===== src/sdram_macros.svh =====
`ifndef SDRAM_MACROS_SVH
`define SDRAM_MACROS_SVH

// DRAM clock, 100 ns period
`define SDRAM_CLK_HZ 10_000_000

// Device geometry
`define SDRAM_ROW_W  12
`define SDRAM_COL_W  8
`define SDRAM_BANK_W 2
`define SDRAM_DATA_W 16

// User address is {bank, column, row}
`define SDRAM_ADDR_W (`SDRAM_BANK_W + `SDRAM_COL_W + `SDRAM_ROW_W)

`define SDRAM_CAS_LAT 2

// Nanoseconds to clock cycles, rounded down plus one cycle of margin
`define SDRAM_NS_CYC(ns) (((`SDRAM_CLK_HZ / 1_000_000) * (ns)) / 1000 + 1)

`define SDRAM_T_WAIT ((`SDRAM_CLK_HZ / 1_000_000) * 200)       // 200 us power-up wait
`define SDRAM_T_RP   `SDRAM_NS_CYC(20)                         // Precharge period
`define SDRAM_T_RCD  `SDRAM_NS_CYC(20)                         // Activate to read/write
`define SDRAM_T_RFC  `SDRAM_NS_CYC(70)                         // Auto-refresh cycle
`define SDRAM_T_MRD  2                                         // Mode register delay
`define SDRAM_T_RDL  2                                         // Write recovery
`define SDRAM_T_REFI ((`SDRAM_CLK_HZ / 1_000_000) * 156 / 10)  // 15.6 us refresh interval

// Wait counter must reach the longest delay
`define SDRAM_CNT_W $clog2(`SDRAM_T_WAIT + 1)

`endif


===== src/sdram_dev_pkg.sv =====
`include "sdram_macros.svh"

package sdram_dev_pkg;

  typedef logic [`SDRAM_BANK_W-1:0] bank_t;
  typedef logic [`SDRAM_ROW_W-1:0]  row_t;   // Also the width of the address pins
  typedef logic [`SDRAM_COL_W-1:0]  col_t;
  typedef logic [`SDRAM_DATA_W-1:0] data_t;

  localparam int NUM_BANKS = 2 ** `SDRAM_BANK_W;

  // Pin order {cs_n, ras_n, cas_n, we_n}
  typedef enum logic [3:0] {
    CMD_NOP       = 4'b0111,
    CMD_ACTIVE    = 4'b0011,
    CMD_READ      = 4'b0101,
    CMD_WRITE     = 4'b0100,
    CMD_PRECHARGE = 4'b0010,
    CMD_REFRESH   = 4'b0001,
    CMD_MODE      = 4'b0000
  } sdram_cmd_t;

  // A11:A10 reserved, A9 single write, A8:A7 normal, A6:A4 CAS, A3 sequential, A2:A0 BL1
  localparam row_t MODE_WORD = {2'b00, 1'b1, 2'b00, 3'(`SDRAM_CAS_LAT), 1'b0, 3'b000};

  localparam int A10_ALL_BANKS = 10;  // Precharge all banks when set

endpackage


===== src/sdram_ctrl_pkg.sv =====
package sdram_ctrl_pkg;

  typedef enum logic [4:0] {
    ST_RESET,
    ST_PWR_WAIT,    // 200 us after power-up
    ST_PALL,
    ST_PALL_TRP,
    ST_REF1,
    ST_REF1_TRFC,
    ST_REF2,
    ST_REF2_TRFC,
    ST_MRS,
    ST_MRS_TMRD,
    ST_READY,
    ST_REFRESH,
    ST_WR_ACT,
    ST_WR_TRCD,
    ST_WR_WRITE,
    ST_WR_TRDL,
    ST_WR_PRE,
    ST_RD_PRE,      // Row miss enters here
    ST_RD_TRP,
    ST_RD_ACT,
    ST_RD_TRCD,
    ST_RD_READ,     // Row hit enters here
    ST_RD_CAS,
    ST_RD_SAMPLE
  } ctrl_state_t;

endpackage


===== src/sdram_refresh.sv =====
`include "sdram_macros.svh"

module sdram_refresh (
  input  logic i_dram_clk,
  input  logic i_rst_n,
  input  logic i_refresh_en,
  input  logic i_refresh_ack,
  output logic o_refresh_req
);

  localparam int CNT_W = $clog2(`SDRAM_T_REFI);
  localparam logic [CNT_W-1:0] REFI_LAST = CNT_W'(`SDRAM_T_REFI - 1);

  logic [CNT_W-1:0] interval_cnt;
  logic             expired;

  assign expired = i_refresh_en && (interval_cnt == REFI_LAST);

  always_ff @(posedge i_dram_clk) begin
    if (!i_rst_n) begin
      interval_cnt <= '0;
    end else if (expired) begin
      interval_cnt <= '0;
    end else if (i_refresh_en) begin
      interval_cnt <= interval_cnt + 1'b1;
    end
  end

  // Held until the sequencer issues REFRESH
  always_ff @(posedge i_dram_clk) begin
    if (!i_rst_n) begin
      o_refresh_req <= 1'b0;
    end else begin
      o_refresh_req <= expired || (o_refresh_req && !i_refresh_ack);
    end
  end

  a_ack_needs_req: assert property (@(posedge i_dram_clk) disable iff (!i_rst_n)
    i_refresh_ack |-> o_refresh_req);

endmodule


===== src/sdram_open_rows.sv =====
module sdram_open_rows
  import sdram_dev_pkg::*;
(
  input  logic  i_dram_clk,
  input  logic  i_rst_n,
  input  logic  i_record,     // Read activation opened i_row in i_bank
  input  logic  i_close,      // Bank i_bank was precharged
  input  logic  i_close_all,  // Refresh closed every bank
  input  bank_t i_bank,
  input  row_t  i_row,
  input  bank_t i_rd_bank,
  input  row_t  i_rd_row,
  output logic  o_row_hit
);

  row_t                 open_row [NUM_BANKS];
  logic [NUM_BANKS-1:0] row_valid;

  always_ff @(posedge i_dram_clk) begin
    if (!i_rst_n) begin
      row_valid <= '0;
    end else if (i_close_all) begin
      row_valid <= '0;
    end else if (i_record) begin
      row_valid[i_bank] <= 1'b1;
    end else if (i_close) begin
      row_valid[i_bank] <= 1'b0;
    end
  end

  always_ff @(posedge i_dram_clk) begin
    if (!i_rst_n) begin
      for (int i = 0; i < NUM_BANKS; i++) begin
        open_row[i] <= '0;
      end
    end else if (i_record) begin
      open_row[i_bank] <= i_row;
    end
  end

  assign o_row_hit = row_valid[i_rd_bank] && (open_row[i_rd_bank] == i_rd_row);

  a_no_record_close: assert property (@(posedge i_dram_clk) disable iff (!i_rst_n)
    !(i_record && i_close));

endmodule


===== src/sdram_fsm.sv =====
`include "sdram_macros.svh"

module sdram_fsm
  import sdram_dev_pkg::*;
  import sdram_ctrl_pkg::*;
(
  input  logic       i_dram_clk,
  input  logic       i_rst_n,
  input  logic       i_wr_req,
  input  logic       i_rd_req,
  input  logic       i_row_hit,
  input  logic       i_refresh_req,
  input  bank_t      i_wr_bank,
  input  bank_t      i_rd_bank,
  input  row_t       i_wr_row,
  input  row_t       i_rd_row,
  input  col_t       i_wr_col,
  input  col_t       i_rd_col,
  output sdram_cmd_t o_cmd,
  output row_t       o_addr,
  output bank_t      o_ba,
  output logic [1:0] o_dqm,           // {ldqm, udqm}
  output logic       o_dq_oe,
  output logic       o_sample,
  output logic       o_idle,
  output logic       o_refresh_en,
  output logic       o_refresh_ack,
  output logic       o_row_record,
  output logic       o_row_close,
  output logic       o_row_close_all
);

  localparam int CW = `SDRAM_CNT_W;
  localparam logic [CW-1:0] WAIT_LAST = CW'(`SDRAM_T_WAIT - 1);
  localparam logic [CW-1:0] RP_LAST   = CW'(`SDRAM_T_RP - 1);
  localparam logic [CW-1:0] RCD_LAST  = CW'(`SDRAM_T_RCD - 1);
  localparam logic [CW-1:0] RFC_LAST  = CW'(`SDRAM_T_RFC - 1);
  localparam logic [CW-1:0] MRD_LAST  = CW'(`SDRAM_T_MRD - 1);
  localparam logic [CW-1:0] RDL_LAST  = CW'(`SDRAM_T_RDL - 1);
  localparam logic [CW-1:0] CAS_LAST  = CW'(`SDRAM_CAS_LAT - 2);  // Sample state takes the last cycle

  ctrl_state_t    curr_state, next_state;
  logic [CW-1:0]  wait_cnt;

  always_ff @(posedge i_dram_clk) begin
    if (!i_rst_n) begin
      curr_state <= ST_RESET;
    end else begin
      curr_state <= next_state;
    end
  end

  // Restarts on every state change, so each wait state counts from zero
  always_ff @(posedge i_dram_clk) begin
    if (!i_rst_n || (next_state != curr_state)) begin
      wait_cnt <= '0;
    end else begin
      wait_cnt <= wait_cnt + 1'b1;
    end
  end

  always_comb begin
    next_state = curr_state;
    unique case (curr_state)
      ST_RESET:     next_state = ST_PWR_WAIT;
      ST_PWR_WAIT:  if (wait_cnt == WAIT_LAST) next_state = ST_PALL;
      ST_PALL:      next_state = ST_PALL_TRP;
      ST_PALL_TRP:  if (wait_cnt == RP_LAST) next_state = ST_REF1;
      ST_REF1:      next_state = ST_REF1_TRFC;
      ST_REF1_TRFC: if (wait_cnt == RFC_LAST) next_state = ST_REF2;
      ST_REF2:      next_state = ST_REF2_TRFC;
      ST_REF2_TRFC: if (wait_cnt == RFC_LAST) next_state = ST_MRS;
      ST_MRS:       next_state = ST_MRS_TMRD;
      ST_MRS_TMRD:  if (wait_cnt == MRD_LAST) next_state = ST_READY;
      ST_READY: begin
        if (i_refresh_req) begin
          next_state = ST_REFRESH;            // Refresh beats any user request
        end else if (i_wr_req) begin
          next_state = ST_WR_ACT;
        end else if (i_rd_req) begin
          next_state = i_row_hit ? ST_RD_READ : ST_RD_PRE;
        end
      end
      ST_REFRESH:   next_state = ST_READY;
      ST_WR_ACT:    next_state = ST_WR_TRCD;
      ST_WR_TRCD:   if (wait_cnt == RCD_LAST) next_state = ST_WR_WRITE;
      ST_WR_WRITE:  next_state = ST_WR_TRDL;
      ST_WR_TRDL:   if (wait_cnt == RDL_LAST) next_state = ST_WR_PRE;
      ST_WR_PRE:    next_state = ST_READY;
      ST_RD_PRE:    next_state = ST_RD_TRP;
      ST_RD_TRP:    if (wait_cnt == RP_LAST) next_state = ST_RD_ACT;
      ST_RD_ACT:    next_state = ST_RD_TRCD;
      ST_RD_TRCD:   if (wait_cnt == RCD_LAST) next_state = ST_RD_READ;
      ST_RD_READ:   next_state = ST_RD_CAS;
      ST_RD_CAS:    if (wait_cnt == CAS_LAST) next_state = ST_RD_SAMPLE;
      ST_RD_SAMPLE: next_state = ST_READY;
      default:      next_state = ST_RESET;
    endcase
  end

  // Pin outputs are registered from next_state so they line up with curr_state
  always_ff @(posedge i_dram_clk) begin
    if (!i_rst_n) begin
      o_cmd           <= CMD_NOP;
      o_addr          <= '0;
      o_ba            <= '0;
      o_dqm           <= 2'b11;
      o_dq_oe         <= 1'b0;
      o_sample        <= 1'b0;
      o_idle          <= 1'b0;
      o_refresh_en    <= 1'b0;
      o_refresh_ack   <= 1'b0;
      o_row_record    <= 1'b0;
      o_row_close     <= 1'b0;
      o_row_close_all <= 1'b0;
    end else begin
      o_cmd           <= CMD_NOP;
      o_addr          <= '0;
      o_ba            <= '0;
      o_dqm           <= 2'b11;
      o_dq_oe         <= 1'b0;
      o_sample        <= 1'b0;
      o_idle          <= (next_state == ST_READY);
      o_refresh_en    <= o_refresh_en || (next_state == ST_READY);  // Stays on once ready
      o_refresh_ack   <= 1'b0;
      o_row_record    <= 1'b0;
      o_row_close     <= 1'b0;
      o_row_close_all <= 1'b0;
      case (next_state)
        ST_PALL: begin
          o_cmd  <= CMD_PRECHARGE;
          o_addr <= row_t'(1) << A10_ALL_BANKS;
        end
        ST_REF1, ST_REF2: o_cmd <= CMD_REFRESH;
        ST_MRS: begin
          o_cmd  <= CMD_MODE;
          o_addr <= MODE_WORD;
        end
        ST_REFRESH: begin
          o_cmd           <= CMD_REFRESH;
          o_refresh_ack   <= 1'b1;
          o_row_close_all <= 1'b1;           // Refresh leaves all banks idle
        end
        ST_WR_ACT: begin
          o_cmd  <= CMD_ACTIVE;
          o_addr <= i_wr_row;
          o_ba   <= i_wr_bank;
        end
        ST_WR_WRITE: begin
          o_cmd   <= CMD_WRITE;
          o_addr  <= row_t'(i_wr_col);       // A10 low, no auto-precharge
          o_ba    <= i_wr_bank;
          o_dqm   <= 2'b00;                  // Write DQM latency is zero
          o_dq_oe <= 1'b1;
        end
        ST_WR_PRE: begin
          o_cmd       <= CMD_PRECHARGE;
          o_ba        <= i_wr_bank;
          o_row_close <= 1'b1;
        end
        ST_RD_PRE: begin
          o_cmd <= CMD_PRECHARGE;
          o_ba  <= i_rd_bank;
        end
        ST_RD_ACT: begin
          o_cmd        <= CMD_ACTIVE;
          o_addr       <= i_rd_row;
          o_ba         <= i_rd_bank;
          o_row_record <= 1'b1;              // Table takes bank and row from o_ba/o_addr
        end
        ST_RD_READ: begin
          o_cmd  <= CMD_READ;
          o_addr <= row_t'(i_rd_col);
          o_ba   <= i_rd_bank;
          o_dqm  <= 2'b00;                   // Read DQM latency is two cycles
        end
        ST_RD_CAS:    o_dqm    <= 2'b00;
        ST_RD_SAMPLE: o_sample <= 1'b1;
        default: ;
      endcase
    end
  end

  a_oe_with_write: assert property (@(posedge i_dram_clk) disable iff (!i_rst_n)
    o_dq_oe |-> (o_cmd == CMD_WRITE));

  a_trcd_before_read: assert property (@(posedge i_dram_clk) disable iff (!i_rst_n)
    (o_cmd == CMD_ACTIVE) |=> (o_cmd != CMD_READ) [* `SDRAM_T_RCD]);

endmodule


===== src/sdram_ctrl.sv =====
`include "sdram_macros.svh"

module sdram_ctrl
  import sdram_dev_pkg::*;
(
  input  logic                     i_dram_clk,
  input  logic                     i_rst_n,
  input  logic                     i_wr_req,
  input  logic                     i_rd_req,
  input  logic [`SDRAM_ADDR_W-1:0] i_wr_addr,   // {bank, col, row}
  input  logic [`SDRAM_ADDR_W-1:0] i_rd_addr,   // {bank, col, row}
  input  data_t                    i_wr_data,
  input  data_t                    i_dram_dq,
  output data_t                    o_rd_data,
  output logic                     o_rd_rdy,
  output logic                     o_idle,
  output data_t                    o_dram_dq,
  output logic                     o_dram_dq_oe,
  output row_t                     o_dram_addr,
  output bank_t                    o_dram_ba,
  output logic                     o_dram_ldqm,
  output logic                     o_dram_udqm,
  output logic                     o_dram_cs_n,
  output logic                     o_dram_ras_n,
  output logic                     o_dram_cas_n,
  output logic                     o_dram_we_n,
  output logic                     o_dram_clk,
  output logic                     o_dram_cke
);

  bank_t      wr_bank, rd_bank;
  col_t       wr_col, rd_col;
  row_t       wr_row, rd_row;
  sdram_cmd_t cmd;
  logic [1:0] dqm;
  logic       sample;
  logic       refresh_en, refresh_req, refresh_ack;
  logic       row_hit, row_record, row_close, row_close_all;

  assign wr_bank = i_wr_addr[`SDRAM_ADDR_W-1 -: `SDRAM_BANK_W];
  assign rd_bank = i_rd_addr[`SDRAM_ADDR_W-1 -: `SDRAM_BANK_W];
  assign wr_col  = i_wr_addr[`SDRAM_ROW_W +: `SDRAM_COL_W];
  assign rd_col  = i_rd_addr[`SDRAM_ROW_W +: `SDRAM_COL_W];
  assign wr_row  = i_wr_addr[`SDRAM_ROW_W-1:0];
  assign rd_row  = i_rd_addr[`SDRAM_ROW_W-1:0];

  assign {o_dram_cs_n, o_dram_ras_n, o_dram_cas_n, o_dram_we_n} = cmd;
  assign {o_dram_ldqm, o_dram_udqm} = dqm;
  assign o_dram_dq  = i_wr_data;       // Only seen by the device while o_dram_dq_oe is high
  assign o_dram_clk = i_dram_clk;
  assign o_dram_cke = 1'b1;

  always_ff @(posedge i_dram_clk) begin
    if (!i_rst_n) begin
      o_rd_data <= '0;
    end else if (sample) begin
      o_rd_data <= i_dram_dq;
    end
  end

  always_ff @(posedge i_dram_clk) begin
    if (!i_rst_n) begin
      o_rd_rdy <= 1'b0;
    end else begin
      o_rd_rdy <= sample;              // Same cycle as the captured data
    end
  end

  sdram_refresh sdram_refresh_i (
    .i_dram_clk   (i_dram_clk),
    .i_rst_n      (i_rst_n),
    .i_refresh_en (refresh_en),
    .i_refresh_ack(refresh_ack),
    .o_refresh_req(refresh_req)
  );

  sdram_open_rows sdram_open_rows_i (
    .i_dram_clk (i_dram_clk),
    .i_rst_n    (i_rst_n),
    .i_record   (row_record),
    .i_close    (row_close),
    .i_close_all(row_close_all),
    .i_bank     (o_dram_ba),
    .i_row      (o_dram_addr),
    .i_rd_bank  (rd_bank),
    .i_rd_row   (rd_row),
    .o_row_hit  (row_hit)
  );

  sdram_fsm sdram_fsm_i (
    .i_dram_clk     (i_dram_clk),
    .i_rst_n        (i_rst_n),
    .i_wr_req       (i_wr_req),
    .i_rd_req       (i_rd_req),
    .i_row_hit      (row_hit),
    .i_refresh_req  (refresh_req),
    .i_wr_bank      (wr_bank),
    .i_rd_bank      (rd_bank),
    .i_wr_row       (wr_row),
    .i_rd_row       (rd_row),
    .i_wr_col       (wr_col),
    .i_rd_col       (rd_col),
    .o_cmd          (cmd),
    .o_addr         (o_dram_addr),
    .o_ba           (o_dram_ba),
    .o_dqm          (dqm),
    .o_dq_oe        (o_dram_dq_oe),
    .o_sample       (sample),
    .o_idle         (o_idle),
    .o_refresh_en   (refresh_en),
    .o_refresh_ack  (refresh_ack),
    .o_row_record   (row_record),
    .o_row_close    (row_close),
    .o_row_close_all(row_close_all)
  );

endmodule


===== config.mk =====
export PLATFORM = sky130hd
export DESIGN_NAME = sdram_ctrl
export DESIGN_NICKNAME = d
export VERILOG_FILES = /design/src/sdram_dev_pkg.sv /design/src/sdram_ctrl_pkg.sv /design/src/sdram_refresh.sv /design/src/sdram_open_rows.sv /design/src/sdram_fsm.sv /design/src/sdram_ctrl.sv
export VERILOG_INCLUDE_DIRS = /design/src
export SDC_FILE = /design/constraint.sdc
export NUM_CORES = 1
export LEC_CHECK = 0
export ABC_AREA = 1
export BUFFER_PORTS_ARGS = -buffer_cell sky130_fd_sc_hd__buf_2
export CAP_MARGIN = 25
export CELL_PAD_IN_SITES_DETAIL_PLACEMENT = 1
export CELL_PAD_IN_SITES_GLOBAL_PLACEMENT = 2
export CORE_MARGIN = 1.5
export CORE_UTILIZATION = 29
export CTS_BUF_LIST = sky130_fd_sc_hd__clkbuf_4
export CTS_CLUSTER_DIAMETER = 50
export DETAILED_ROUTE_END_ITERATION = 6
export PLACE_DENSITY = 0.79
export SKIP_LAST_GASP = 1
export SLEW_MARGIN = 20
export SYNTH_ARGS = -nofsm -noshare
export SYNTH_HDL_FRONTEND = slang
export SYNTH_HIERARCHICAL = 1
export SYNTH_SLANG_ARGS = --single-unit

===== constraint.sdc =====
create_clock -name i_dram_clk -period 2.5 [get_ports i_dram_clk]
set_input_delay 0.5 -clock i_dram_clk [delete_from_list [all_inputs] [get_ports i_dram_clk]]
set_output_delay 0.5 -clock i_dram_clk [all_outputs]
set_load 0.03 [all_outputs]

# Word-level counts from Yosys, hierarchy flattened
# Memory sizes are Yosys's and may differ from the RTL's.
# Cells that the tools add are included.
# W data, S select, Z words.
[totals] register_bits=73 ramBits=48 word_cells=129 in_bits=80 memories=1
[op_classes] mux=37 n_addsub=2 n_eq_ne=42 reduce_logical=22 n_lt_le_gt_ge=3 n_bitwise=4
[mem_list] memory="sdram_open_rows_i.open_row" depth=4 width=12 rd=1 rd_ports_with_merged_regs=0 wr=4 line_no="sdram_open_rows.sv:16" text="row_t open_row [NUM_BANKS];"
[ops] op="$pmux W5 S22" count=1
[ops] op="$pmux W12 S6" count=1
[ops] op="$eq A5 B5 Y1 const B" count=14
[ops] op="$eq A5 B4 Y1 const B" count=13
[ops] op="$mux W5" count=13
[ops] op="$eq A5 B3 Y1 const B" count=6
[ops] op="$pmux W3 S6" count=1
[ops] op="$reduce_or A3 Y1" count=6
[ops] op="$eq A5 B2 Y1 const B" count=3
[ops] op="$eq A12 B12 Y1" count=1
[ops] op="$mux W1" count=12
[ops] op="$mux W12" count=1
[ops] op="$reduce_or A12 Y1" count=1
[ops] op="$add A11 B1 Y11 const B" count=1
[ops] op="$eq A11 B1 Y1 const B" count=1
[ops] op="$eq A11 B11 Y1 const B" count=1
[ops] op="$logic_not A11 Y1" count=1
[ops] op="$add A8 B1 Y8 const B" count=1
[ops] op="$eq A8 B8 Y1 const B" count=1
[ops] op="$mux W4" count=2
[ops] op="$lt A2 B3 Y1 const B" count=2
[ops] op="$reduce_or A2 Y1" count=3
[ops] op="$eq A5 B1 Y1 const B" count=1
[ops] op="$logic_not A5 Y1" count=1
[ops] op="15 further kinds" count=22

# Depth between registers and ports, before layout
[depth] ltp_word=11 mapped_depth=26

# By module
# Netlist, hierarchy kept.
[by_module_without_submodules] module="sdram_fsm" n_inst=1 cells_each=423 area_per_inst_um2=2732.6
[by_module_without_submodules] module="sdram_open_rows" n_inst=1 cells_each=299 area_per_inst_um2=2561.2
[by_module_without_submodules] module="sdram_ctrl" n_inst=1 cells_each=124 area_per_inst_um2=860.8
[by_module_without_submodules] module="sdram_refresh" n_inst=1 cells_each=59 area_per_inst_um2=440.4

==> impl_metrics.py <==
metrics = {
    "drt": {
        "first_iter_violations": 368,
        "route.detailed.drc": 0,
        "wl_mm": 21.7,
        "postRouteAntennaNets": 0,
        "via_per_inst": 4.66,
        "top_layer": "met4",
        "wl_per_cell_um": 16.5,
        "vias": 6148,
        "dr.pass1.iters": 5,
        "met1_length_mm": 10.7,
        "met2_length_mm": 9.72,
        "wl_met3_um": 945,
    },
    "yosys": {
        "yosysSeqAreaShare": 0.434,
        "ys_types": 45,
        "synth_seq_cells": 119,
        "synth_area_um2": 6600,
        "synth_mux_area_frac": 0.00152,
        "synth-async-reset-ratio": 0,
        "syn_area_per_cell_um2": 7.29,
        "yosysMostFrequentCell": "nand2_1",
        "synth_common_cells": "272 x nand2_1, 148 x nor2_1, 95 x inv_1",
        "synth_top_area_frac": 0.219,
        "synth-compound-area-share": 0.0285,
        "synth_top_area_cell": "edfxtp_1",
        "synth_top_family_by_area": "simple AND/OR/NAND/NOR gates",
        "yosys_warnings": 6,
        "synthCells": 905,
        "synth_top_flop_cell": "dfxtp_1",
        "synth-simple-area-share": 0.392,
        "synth_edf_count": 48,
        "synthTopCellsByArea": "edfxtp_1 22%, dfxtp_1 22%, nand2_1 15%",
        "syn-num-nets": 989,
        "synth-adder-area-share": 0.00759,
        "synth_xor_area_frac": 0.0144,
    },
    "status": {
        "outcome": "finished clean",
    },
    "setup_path": {
        "cpMaxStageDelayCell": "nor4_1",
        "worstPathCellList": "nand2_1, nand3_2, nand2_2, nand2_2, nand2_2, nand2_2, nor2_1, nand2_1, nor2_2, nand2_1, nand2_1, a21oi_1, nor2_1, nor2_1, nand3_2, nand2_2, nor4_1, buf_4",
        "critPathMostFrequentCell": "nand2_2",
        "cp_max_fo": 5,
        "reg2reg_to": "sdram_fsm_i/o_sample",
        "critPathArrivalTime_ns": 3.08,
        "path_buf_inv": 1,
        "rrSetupSlack_ns": 0.02,
        "critPathKind": "flip-flop to flip-flop",
        "cpLargestDelayFamily": "simple AND/OR/NAND/NOR gates",
        "cp-end-kind": "flip-flop",
        "cpPeakStageDelay_ns": 0.50,
        "r2r-start": "sdram_open_rows_i/open_row[0][1]",
        "reg2reg_depth": 18,
        "required_ns": 3.10,
        "critPathLaunchType": "flip-flop",
    },
    "timing": {
        "drv_slew": 0,
        "hold_violations": 0,
        "min_period_ns": 2.48,
        "min_period_over_period": 0.992,
        "slew_headroom": 0.471,
        "setup_tns_ns": 0,
        "fmax_mhz": 403,
        "whs_ns": 0.0750,
        "rsz0062_at_grt": "true",
        "setup_violations": 0,
        "tightest_slew_ns": 0.791,
        "finClkSkew_ns": 0.0230,
    },
    "cells_and_area": {
        "area_growth_pct": 21.1,
        "nets": 1110,
        "drive_gt1_frac": 0.274,
        "insertedDiodeCount": 0,
        "fill_cells": 2796,
    },
    "global_routing": {
        "grt_pass1_vias": 6211,
        "grt_overflow": 0,
        "antenna_found_initial": 0,
        "grt.total_usage": 0.189,
        "grt_pass1_wl_mm": 34.2,
        "grt_max_degree": 34,
    },
    "placement": {
        "dp_hpwl_mm": 16.1,
        "finalWeightedCongestion": 0.875,
        "port_buffers": 102,
    },
    "clocking": {
        "clock_latency_ns": 0.66,
        "path_clk_slew_ns": 0.12,
        "cts_setup_buffers": 0,
        "cts_tree": "done",
        "cts_hold_buffers": 0,
    },
    "hold_path": {
        "worstHoldPathCells": 3,
        "hold_path_class": "primary input to flip-flop",
        "hp-start": "i_wr_addr[10]",
        "min_to": "sdram_fsm_i/o_addr[10]",
    },
    "floorplanning": {
        "start_util": 0.299,
        "dieArea_um2": 23700,
        "ioPinCount": 137,
        "rows": 54,
        "die_w_um": 154,
        "die_h_um": 154,
        "core-area_um2": 22100,
    },
    "power": {
        "p_sw_mw": 1.09,
        "p_int_mw": 3.01,
        "pwr-share-seq": 0.501,
        "p_leak_nw": 3.85,
        "clockPowerShare": 0.416,
        "netSwitchingFraction": 0.267,
        "comb_power_share": 0.084,
        "power_mw": 4.11,
        "peakVddDrop_mv": 0.436,
        "power_density_nw_per_um2": 514,
    },
    "run": {
        "cap_violations": 0,
    },
}
[power by group through the flow]
stage	sequential, mW	clock [mW]	combinational (mW)
after detailed placement	2.10	0.0504	0.328
final	2.06	1.71	0.344
after CTS	2.06	1.76	0.330
after global routing	2.06	1.84	0.382
after global placement	2.10	0.0504	0.327
after floorplan	2.10	0.0599	0.232
[layout make-up]
class / instances / area, µm² / area share
Clock inverter: 15 / 185 / 0.0232
Timing Repair Buffer: 148 / 897 / 0.112
Inverter: 104 / 398 / 0.0498
Clock buffer: 21 / 155 / 0.0194
Sequential cell: 119 / 2870 / 0.359
Multi-Input combinational cell: 632 / 3140 / 0.393
Tap cell: 280 / 350 / 0.0439
[metal layers]
| layer | up-vias | global-route usage |
|---|---|---|
| met5 | - | 0 |
| met4 | 0 | 0.0596 |
| met3 | 25 | 0.0352 |
| met2 | 144 | 0.298 |
| met1 | 2915 | 0.260 |
| li1 | 3064 | - |
[per-stage QoR]
step	util	cell area [µm²]	instances	setup WS (ns)
final	0.362	7990	1319	0.0204
after floorplan	-	6600	905	0.00101
after global placement	0.336	7420	1283	-0.404
after CTS	0.351	7750	1318	0.00759
after detailed placement	0.336	7420	1283	-0.447
after global routing	0.362	7990	1319	-0.207
[flip-flops by register name (all words and copies together), names as in the netlist, 2 cells and up, named ones only]
signal	count
sdram_fsm_i/wait_cnt	11
sdram_refresh_i/interval_cnt	8
sdram_fsm_i/o_addr	12
sdram_open_rows_i/open_row	48
sdram_fsm_i/o_cmd	3
sdram_fsm_i/curr_state	5
sdram_fsm_i/o_ba	2
o_rd_data	16
[worst max path at each step]
stage / startpoint / to / slack (ns) / cells after the start
floorplan: i_rd_addr[20] / sdram_fsm_i/o_addr[0] / 0.001 / 25
global placement: i_rd_addr[20] / sdram_fsm_i/o_cmd[0] / -0.40 / 22
detailed placement: i_rd_addr[20] / sdram_fsm_i/o_cmd[1] / -0.45 / 22
CTS: sdram_fsm_i/wait_cnt[1] / sdram_fsm_i/o_ba[0] / 0.008 / 13
global route: sdram_open_rows_i/open_row[2][7] / sdram_fsm_i/o_addr[1] / -0.21 / 24
finish: sdram_open_rows_i/open_row[0][1] / sdram_fsm_i/o_sample / 0.02 / 18
[placed cells by master, fill, tap and decap left out, types with 3 or more instances in the layout]
cell,count
nand3_1,73
nor2_1,139
bufinv_16,4
buf_2,102
inv_2,8
buf_4,39
nor2_2,21
a21oi_1,14
xor2_1,3
clkinv_1,3
nand2_1,258
nor3_4,4
nand4_1,17
nor2_4,9
a21oi_2,3
edfxtp_1,48
nand3b_1,5
xnor2_1,6
clkbuf_4,20
inv_1,93
nand2_2,26
o21ai_0,11
nand3_2,16
dfxtp_2,3
buf_6,7
dfxtp_1,68
clkinv_2,5
ha_1,4
[timing repair]
action,CTS,global route
gates resized for setup,0,63
gates cloned,0,1
pin swaps,2,37
setup endpoints to repair,1,34
[cell families (layout without fill, tap and decap cells)]
logic type	Yosys count	after routing
compound gates	33	33
other cells	2	2
simple gates	582	582
buf+inv	154	288
fa+ha+maj	4	4
mux	1	1
flops	119	119
xor+xnor	10	10
[worst register-to-register path, stage by stage (launching register included)]
cell and delay [ns]:
edfxtp_1 0.38, nand2_1 0.10, nand3_2 0.10, nand2_2 0.07, nand2_2 0.05, nand2_2 0.07, nand2_2 0.05, nor2_1 0.11
nand2_1 0.10, nor2_2 0.11, nand2_1 0.06, nand2_1 0.05, a21oi_1 0.04, nor2_1 0.11, nor2_1 0.08, nand3_2 0.15
nand2_2 0.09, nor4_1 0.50, buf_4 0.21
No activity file was read; power rests on OpenSTA's default activity.
